[src/verilog/ex_pkg.sv]
package ex_pkg;

    // --------------------
    // widths
    // --------------------
    localparam int XLEN   = 32;
    localparam int REG_AW = 5;

    // funct3 comparator codes
    localparam logic [2:0] CMP_EQ  = 3'b000;
    localparam logic [2:0] CMP_NE  = 3'b001;
    localparam logic [2:0] CMP_LT  = 3'b100;
    localparam logic [2:0] CMP_GE  = 3'b101;
    localparam logic [2:0] CMP_LTU = 3'b110;
    localparam logic [2:0] CMP_GEU = 3'b111;

    // --------------------
    // enumerations
    // --------------------
    typedef enum logic [3:0] {
        ALU_ADD  = 4'd0,
        ALU_SUB  = 4'd1,
        ALU_AND  = 4'd2,
        ALU_OR   = 4'd3,
        ALU_XOR  = 4'd4,
        ALU_SLL  = 4'd5,
        ALU_SRL  = 4'd6,
        ALU_SRA  = 4'd7,
        ALU_SLT  = 4'd8,
        ALU_SLTU = 4'd9
    } alu_op_t;

    // destination of the result
    typedef enum logic [1:0] {
        ZONE_NONE    = 2'd0,
        ZONE_REGFILE = 2'd1,
        ZONE_LOADQ   = 2'd2,
        ZONE_STOREQ  = 2'd3
    } zone_t;

    typedef enum logic {
        SOF_RUN  = 1'b0,
        SOF_JUMP = 1'b1
    } sof_t;

    // --------------------
    // structs
    // --------------------
    typedef struct packed {
        logic                valid;
        sof_t                sof;
        logic [1:0]          ins_size;
        logic                jump;
        logic                cond;
        zone_t               zone;
        logic                link;
        logic [XLEN-1:0]     pc;
        alu_op_t             alu_op;
        logic [XLEN-1:0]     operand_left;
        logic [XLEN-1:0]     operand_right;
        logic [XLEN-1:0]     cmp_left;
        logic [XLEN-1:0]     cmp_right;
        logic [XLEN-1:0]     regs2_data;
        logic [REG_AW-1:0]   regd_addr;
        logic [2:0]          funct3;
    } dec_ins_t;

    // registered instruction, zone already decoded
    typedef struct packed {
        logic                valid;
        logic                run;
        logic                jump;
        logic                cond;
        logic                lq_wr;
        logic                sq_wr;
        logic                regd_wr;
        logic                link;
        logic [XLEN-1:0]     pc_inc;
        logic [XLEN-1:0]     regs2_data;
        logic [REG_AW-1:0]   regd_addr;
        logic [2:0]          funct3;
    } held_ins_t;

    typedef struct packed {
        logic [XLEN-1:0] data;
        logic            cmp;
    } alu_res_t;

    typedef struct packed {
        logic              wr;
        logic              cncl_load;
        logic [REG_AW-1:0] addr;
        logic [XLEN-1:0]   data;
    } wb_t;

    typedef struct packed {
        logic              lq_wr;
        logic              sq_wr;
        logic [2:0]        funct3;
        logic [REG_AW-1:0] regd_addr;
        logic [XLEN-1:0]   regs2_data;
        logic [XLEN-1:0]   addr;
    } lsq_req_t;

endpackage

[src/verilog/ex_issue_reg.sv]
`timescale 1ns/1ns

module ex_issue_reg (
    input  logic             clk_i,
    input  logic             reset_i,
    input  logic             stage_en_i,
    input  logic             jump_i,
    input  ex_pkg::dec_ins_t dec_i,
    output ex_pkg::held_ins_t held_o
);
    import ex_pkg::*;

    // control state
    logic                valid_q;
    sof_t                stream_q;
    // payload
    logic                jump_q;
    logic                cond_q;
    logic                lq_wr_q;
    logic                sq_wr_q;
    logic                regd_wr_q;
    logic                link_q;
    logic [XLEN-1:0]     pc_inc_q;
    logic [XLEN-1:0]     regs2_data_q;
    logic [REG_AW-1:0]   regd_addr_q;
    logic [2:0]          funct3_q;

    // --------------------
    // stream restart
    // --------------------
    always_ff @(posedge clk_i) begin
        if (reset_i) begin
            valid_q  <= 1'b0;
            stream_q <= SOF_RUN;
        end else if (stage_en_i) begin
            valid_q <= dec_i.valid;
            // a redirect wins over a restart sampled at the same edge
            if (jump_i) begin
                stream_q <= SOF_JUMP;
            end else if (dec_i.valid && dec_i.sof == SOF_JUMP) begin
                stream_q <= SOF_RUN;
            end
        end
    end

    // --------------------
    // delay register
    // --------------------
    always_ff @(posedge clk_i) begin
        if (stage_en_i) begin
            jump_q       <= dec_i.jump;
            cond_q       <= dec_i.cond;
            link_q       <= dec_i.link;
            // zone to one-hot strobes
            lq_wr_q      <= (dec_i.zone == ZONE_LOADQ);
            sq_wr_q      <= (dec_i.zone == ZONE_STOREQ);
            regd_wr_q    <= (dec_i.zone == ZONE_REGFILE);
            // ins_size counts halfwords
            pc_inc_q     <= dec_i.pc + {{(XLEN-3){1'b0}}, dec_i.ins_size, 1'b0};
            regs2_data_q <= dec_i.regs2_data;
            regd_addr_q  <= dec_i.regd_addr;
            funct3_q     <= dec_i.funct3;
        end
    end

    always_comb begin
        held_o.valid      = valid_q;
        held_o.run        = (stream_q == SOF_RUN);
        held_o.jump       = jump_q;
        held_o.cond       = cond_q;
        held_o.lq_wr      = lq_wr_q;
        held_o.sq_wr      = sq_wr_q;
        held_o.regd_wr    = regd_wr_q;
        held_o.link       = link_q;
        held_o.pc_inc     = pc_inc_q;
        held_o.regs2_data = regs2_data_q;
        held_o.regd_addr  = regd_addr_q;
        held_o.funct3     = funct3_q;
    end

    a_zone_onehot: assert property (@(posedge clk_i) disable iff (reset_i)
        valid_q |-> $onehot0({lq_wr_q, sq_wr_q, regd_wr_q}));

endmodule

[src/verilog/ex_alu.sv]
`timescale 1ns/1ns

module ex_alu (
    input  logic                    clk_i,
    input  logic                    stage_en_i,
    input  ex_pkg::alu_op_t         op_i,
    input  logic [ex_pkg::XLEN-1:0] left_i,
    input  logic [ex_pkg::XLEN-1:0] right_i,
    input  logic [ex_pkg::XLEN-1:0] cmp_left_i,
    input  logic [ex_pkg::XLEN-1:0] cmp_right_i,
    input  logic [2:0]              cmp_op_i,
    output ex_pkg::alu_res_t        res_o
);
    import ex_pkg::*;

    logic [XLEN-1:0] alu_data;
    logic            cmp_out;
    logic [4:0]      shamt;
    logic            lt_s;
    logic            lt_u;

    assign shamt = right_i[4:0];

    // --------------------
    // alu
    // --------------------
    always_comb begin
        case (op_i)
            ALU_ADD:  alu_data = left_i + right_i;
            ALU_SUB:  alu_data = left_i - right_i;
            ALU_AND:  alu_data = left_i & right_i;
            ALU_OR:   alu_data = left_i | right_i;
            ALU_XOR:  alu_data = left_i ^ right_i;
            ALU_SLL:  alu_data = left_i << shamt;
            ALU_SRL:  alu_data = left_i >> shamt;
            ALU_SRA:  alu_data = $signed(left_i) >>> shamt;
            ALU_SLT: begin
                alu_data = {{(XLEN-1){1'b0}}, $signed(left_i) < $signed(right_i)};
            end
            ALU_SLTU: begin
                alu_data = {{(XLEN-1){1'b0}}, left_i < right_i};
            end
            default:  alu_data = '0;
        endcase
    end

    // --------------------
    // branch comparator
    // --------------------
    assign lt_s = $signed(cmp_left_i) < $signed(cmp_right_i);
    assign lt_u = cmp_left_i < cmp_right_i;

    always_comb begin
        case (cmp_op_i)
            CMP_EQ:  cmp_out = (cmp_left_i == cmp_right_i);
            CMP_NE:  cmp_out = (cmp_left_i != cmp_right_i);
            CMP_LT:  cmp_out = lt_s;
            CMP_GE:  cmp_out = ~lt_s;
            CMP_LTU: cmp_out = lt_u;
            CMP_GEU: cmp_out = ~lt_u;
            // codes 010 and 011 never compare true
            default: cmp_out = 1'b0;
        endcase
    end

    // lines up with the held instruction
    always_ff @(posedge clk_i) begin
        if (stage_en_i) begin
            res_o.data <= alu_data;
            res_o.cmp  <= cmp_out;
        end
    end

endmodule

[src/verilog/ex_commit.sv]
`timescale 1ns/1ns

module ex_commit (
    input  ex_pkg::held_ins_t       held_i,
    input  ex_pkg::alu_res_t        alu_i,
    input  logic                    lsq_full_i,
    output logic                    stage_en_o,
    output logic                    jump_o,
    output ex_pkg::wb_t             wb_o,
    output ex_pkg::lsq_req_t        lsq_o,
    output logic [ex_pkg::XLEN-1:0] jump_addr_o
);
    import ex_pkg::*;

    logic commit;
    logic mem_op;
    logic stall;

    // --------------------
    // commit decision
    // --------------------
    // unconditional, or the compare holds
    assign commit = held_i.valid & held_i.run & (alu_i.cmp | ~held_i.cond);

    assign mem_op = held_i.lq_wr | held_i.sq_wr;

    // --------------------
    // stall
    // --------------------
    // only a committing load or store can wait on the queue
    assign stall      = commit & mem_op & lsq_full_i;
    assign stage_en_o = ~stall;

    // --------------------
    // redirect
    // --------------------
    assign jump_o      = stage_en_o & commit & held_i.jump;
    assign jump_addr_o = {alu_i.data[XLEN-1:1], 1'b0};

    // --------------------
    // writeback
    // --------------------
    always_comb begin
        wb_o.wr        = stage_en_o & commit & held_i.regd_wr;
        // decoder releases the scoreboard entry of a dropped load
        wb_o.cncl_load = stage_en_o & ~commit & held_i.valid & held_i.lq_wr;
        wb_o.addr      = held_i.regd_addr;
        if (held_i.link) begin
            wb_o.data = held_i.pc_inc;
        end else begin
            wb_o.data = alu_i.data;
        end
    end

    // --------------------
    // load/store queue
    // --------------------
    always_comb begin
        lsq_o.lq_wr      = stage_en_o & commit & held_i.lq_wr;
        lsq_o.sq_wr      = stage_en_o & commit & held_i.sq_wr;
        lsq_o.funct3     = held_i.funct3;
        lsq_o.regd_addr  = held_i.regd_addr;
        lsq_o.regs2_data = held_i.regs2_data;
        lsq_o.addr       = alu_i.data;
    end

    // strobe exclusivity
    always_comb begin
        a_lsq_excl: assert final (!(lsq_o.lq_wr && lsq_o.sq_wr))
            else $error("load and store issued together");
        a_no_jump_stall: assert final (!(jump_o && !stage_en_o))
            else $error("redirect during stall");
    end

endmodule

[src/verilog/ex_stage.sv]
`timescale 1ns/1ns

module ex_stage (
    input  logic                    clk_i,
    input  logic                    reset_i,
    input  ex_pkg::dec_ins_t        dec_ins_i,
    input  logic                    lsq_full_i,
    output logic                    ids_stall_o,
    output ex_pkg::wb_t             wb_o,
    output ex_pkg::lsq_req_t        lsq_o,
    output logic                    pfu_jump_o,
    output logic [ex_pkg::XLEN-1:0] pfu_jump_addr_o
);
    import ex_pkg::*;

    held_ins_t held;
    alu_res_t  alu_res;
    logic      stage_en;

    assign ids_stall_o = ~stage_en;

    // --------------------
    // input side
    // --------------------
    ex_issue_reg i_issue_reg (
        .clk_i      (clk_i),
        .reset_i    (reset_i),
        .stage_en_i (stage_en),
        .jump_i     (pfu_jump_o),
        .dec_i      (dec_ins_i),
        .held_o     (held)
    );

    ex_alu i_alu (
        .clk_i       (clk_i),
        .stage_en_i  (stage_en),
        .op_i        (dec_ins_i.alu_op),
        .left_i      (dec_ins_i.operand_left),
        .right_i     (dec_ins_i.operand_right),
        .cmp_left_i  (dec_ins_i.cmp_left),
        .cmp_right_i (dec_ins_i.cmp_right),
        .cmp_op_i    (dec_ins_i.funct3),
        .res_o       (alu_res)
    );

    // --------------------
    // output side
    // --------------------
    ex_commit i_commit (
        .held_i      (held),
        .alu_i       (alu_res),
        .lsq_full_i  (lsq_full_i),
        .stage_en_o  (stage_en),
        .jump_o      (pfu_jump_o),
        .wb_o        (wb_o),
        .lsq_o       (lsq_o),
        .jump_addr_o (pfu_jump_addr_o)
    );

endmodule

[config.mk]
export PLATFORM = sky130hd
export DESIGN_NAME = ex_stage
export DESIGN_NICKNAME = d
export VERILOG_FILES = /design/src/verilog/ex_pkg.sv /design/src/verilog/ex_issue_reg.sv /design/src/verilog/ex_alu.sv /design/src/verilog/ex_commit.sv /design/src/verilog/ex_stage.sv
export SDC_FILE = /design/constraint.sdc
export NUM_CORES = 1
export LEC_CHECK = 0
export BUFFER_PORTS_ARGS = -buffer_cell sky130_fd_sc_hd__buf_2
export CAP_MARGIN = 20
export CORE_MARGIN = 8
export CORE_UTILIZATION = 45
export CTS_CLUSTER_DIAMETER = 30
export DETAILED_ROUTE_END_ITERATION = 10
export PLACE_DENSITY = 0.69
export SETUP_SLACK_MARGIN = 0.05
export SYNTH_ARGS = -nofsm -noshare
export SYNTH_HDL_FRONTEND = slang
export SYNTH_SLANG_ARGS = --single-unit
export TNS_END_PERCENT = 5
[constraint.sdc]
create_clock -name clk_i -period 5.8 [get_ports clk_i]
set_input_delay 0.58 -clock clk_i [delete_from_list [all_inputs] [get_ports clk_i]]
set_output_delay 0.58 -clock clk_i [all_outputs]
set_load 0.005 [all_outputs]
==> impl_metrics.ini <==
[run_status]
status = completed

[floorplanning]
start_util_pct = 45.6
rows = 66
die_w_microns = 198
die_area_sq_um = 39000
core_sq_um = 32500
fp.dieH_microns = 198
ios = 363

[finish]
nFillCells = 3150
multi_input_area_sq_um = 9670
ff_latch_area_sq_um = 3370
nets = 2281
area_growth_pct = 12.4
final_cells = 2384
finalInstanceArea_sq_um = 16700
final_layout_size_suffix_gt1_share_pct = 27.5

[clocking]
cts_tree = built
clk_latency_ns = 0.42
cts-root-buf = clkbuf_16
post-cts-setup-buffer-count = 0
h-tree-depth = 4
clockBufferDepth = 2
cts.sinks = 113
cts_inserted_buffers = 17
cts_resized = 0
clk_pin_slew_ns = 0.06
ctsHoldBuffers = 0

[logic_synthesis]
synth_compound_area_share_pct = 20.8
muxShareOfSynthArea_pct = 14.3
synthSimpleGateAreaFrac_pct = 15.1
netlist_instances = 1742
synth.distinct_cells = 86
synthArstFlopShare_pct = 0
synth_flop_cell = edfxtp_1
ys_seq_elements = 113
synth_xor_area_share_pct = 3.13
ys_seq_area_share_pct = 22.7
syn_area_per_cell_sq_um = 8.51
synth_top_family_by_area = compound AO/OA/AOI/OAI gates
synth_fp_nets = 2095
ys_top_cells_by_area = edfxtp_1 22%, ha_1 11%, mux4_2 6.8%
synth_edf_count = 111
yosysMostFrequentCell = nor2_1
syn_area_sq_um = 14800
yosysWarnings = 0
synth_top_area_share_pct = 22.5
synth_fa_ha_area_share_pct = 11.7
yosysTopAreaCell = edfxtp_1
synth_common_cells = 175 x nor2_1, 134 x ha_1, 130 x inv_1, 118 x a21oi_1, 115 x buf_4

[drt]
drt-total-wl_microns = 60100
drt_iter0_drc = 1507
firstDrtPassIters = 5
post-route-drc-count = 0
wl_per_cell_microns = 25.2
via_count = 14668
vias_per_cell = 6.15
ant_nets = 0

[placement]
placed_area_sq_um = 16100
dp_hpwl_microns = 48100
dp.cells = 2351
finalWeightedCongestion = 1.04
io_buffers = 361

[global_routing]
overflow = 0
grt_pass1_wl_microns = 88300
grt_max_degree = 79
antenna_found_initial = 3
first_global_vias = 14087
grt_util_all_layers_pct = 29.4

[worst_setup_path]
slowest_stage = a2111oi_4
critPathLaunchType = input pin
worstPathArrival_ns = 4.08
crit_path_max_incr_delay_ns = 0.53
crit_fanout = 50
endpoint_kind = flip-flop
crit_chain = buf_4 -> inv_1 -> ha_1 -> o21bai_1 -> a2111oi_4 -> nor4b_2 -> o31ai_1 -> nand3_1 -> a2111oi_0 -> a221oi_1 -> xor2_1 -> o21ai_0
path_class = input pin to flip-flop
cp.required_ns = 5.94

[power]
p_leak_nw = 7.62
powerDensity_nw_per_um2 = 200
vdd_drop_max_v = 0.000191

[sta]
fin_tns_setup_ns = 0
skew_ns = 0.0110
period_needed_ns = 3.94
hold_viol_final = 0
final-max-slew-violation-count = 0
rsz0062_at_grt = false
min_period_over_period_pct = 67.9
worstMarginPinSlew_ns = 0.971
slew_headroom_pct = 35.0
fmax_mhz = 254
finalSetupViolations = 0

[hold_path]
min_path_type = input pin to flip-flop

[flow_run]
max_cap_viol_count = 0
-- cell families (layout without fill, tap and decap cells) --
group | Yosys count | in the layout
flip-flops | 113 | 113
AND/OR/NAND/NOR | 481 | 481
buffers and inverters | 349 | 548
adder cells (fa/ha/maj) | 137 | 137
other | 1 | 2
AO/OA/AOI/OAI | 458 | 458
XOR/XNOR | 53 | 53
multiplexers | 150 | 150
-- sequential cells by signal (all words and copies together) (netlist names) --
register / cells
i_issue_reg.stream_q: 1
i_issue_reg.regd_addr_q: 5
i_issue_reg.pc_inc_q: 32
i_alu.res_o: 33
i_issue_reg.funct3_q: 3
i_issue_reg.valid_q: 1
i_issue_reg.regs2_data_q: 32
i_issue_reg.regd_wr_q: 1
i_issue_reg.cond_q: 1
i_issue_reg.lq_wr_q: 1
i_issue_reg.link_q: 1
i_issue_reg.jump_q: 1
i_issue_reg.sq_wr_q: 1
-- cells in the final DEF (no fill, tap or decap), types with 6 or more instances in the layout --
| cell type | instances |
|---|---|
| nand4_1 | 18 |
| ha_1 | 134 |
| buf_2 | 360 |
| edfxtp_1 | 111 |
| a221oi_1 | 24 |
| o21ai_0 | 104 |
| xor2_1 | 15 |
| o2111ai_1 | 11 |
| nor2b_1 | 17 |
| a21oi_1 | 118 |
| a31oi_1 | 10 |
| o21bai_1 | 11 |
| o31ai_1 | 11 |
| and3_1 | 10 |
| a211oi_1 | 26 |
| buf_4 | 22 |
| and2_1 | 10 |
| o211ai_1 | 23 |
| inv_1 | 129 |
| mux2i_1 | 58 |
| nand2_1 | 112 |
| clkbuf_16 | 17 |
| mux4_2 | 45 |
| nand3_1 | 34 |
| nor3_1 | 38 |
| o21a_1 | 6 |
| or3_1 | 19 |
| mux2_2 | 47 |
| xnor2_1 | 38 |
| o221ai_1 | 11 |
| nor2_1 | 175 |
| nand2b_1 | 13 |
| nor4_1 | 11 |
| a211o_1 | 6 |
| a21o_1 | 29 |
-- final timing paths --
kind                             start                       to  slack (ns)  cells past startpoint
hold reg to reg   i_issue_reg.stream_q     i_issue_reg.stream_q        0.49                      2
hold / removal          dec_ins_i[172]  i_issue_reg.pc_inc_q[0]        0.33                      1
setup reg to reg   i_issue_reg.sq_wr_q          i_alu.res_o[27]        3.32                      4
setup / recovery        dec_ins_i[105]          i_alu.res_o[28]        1.86                     12
-- stage by stage --
| stage | hold WS (ns) | power [mW] | setup slack [ns] | util [%] |
|---|---|---|---|---|
| floorplan | 0.447 | 1.87 | 1.25 | - |
| global placement | 0.478 | 2.27 | 1.54 | 49.4 |
| detailed placement | 0.481 | 2.28 | 1.50 | 49.4 |
| CTS | 0.316 | 3.33 | 1.96 | 51.2 |
| global route | 0.315 | 3.49 | 1.74 | 51.2 |
| finish | 0.335 | 3.34 | 1.86 | 51.2 |
-- per-layer routing --
metal	part of all wire (%)	GRT usage (%)	wire length [microns]
met5	0.022	0	13
met1	40	38.0	24100
met4	4.0	11.4	2380
met2	46	47.7	27500
met3	10	6.20	6150
-- power by group --
part / internal (mW) / switching [mW] / total (mW)
Clock: 0.649 / 0.401 / 1.05
Sequential: 0.985 / 0.0522 / 1.04
Combinational: 0.499 / 0.756 / 1.26
Total: 2.13 / 1.21 / 3.34
-- worst max-delay path, delay by kind of cell --
kind | cells | cell delay (ns)
buffers and inverters | 2 | 0.86
adder cells (fa/ha/maj) | 1 | 0.42
AND/OR/NAND/NOR | 2 | 0.42
AO/OA/AOI/OAI | 6 | 1.62
XOR/XNOR | 1 | 0.15
-- layout make-up --
cell class	count	share of cell area, %
multi-input cells	1280	58.0
flip-flops and latches	113	20.2
repair buffers	383	11.9
well taps	442	3.32
inverters	133	3.01
clock buffers	18	2.63
clock inverters	14	0.923
diodes	1	0.0150
No activity file was read; power rests on OpenSTA's default activity.
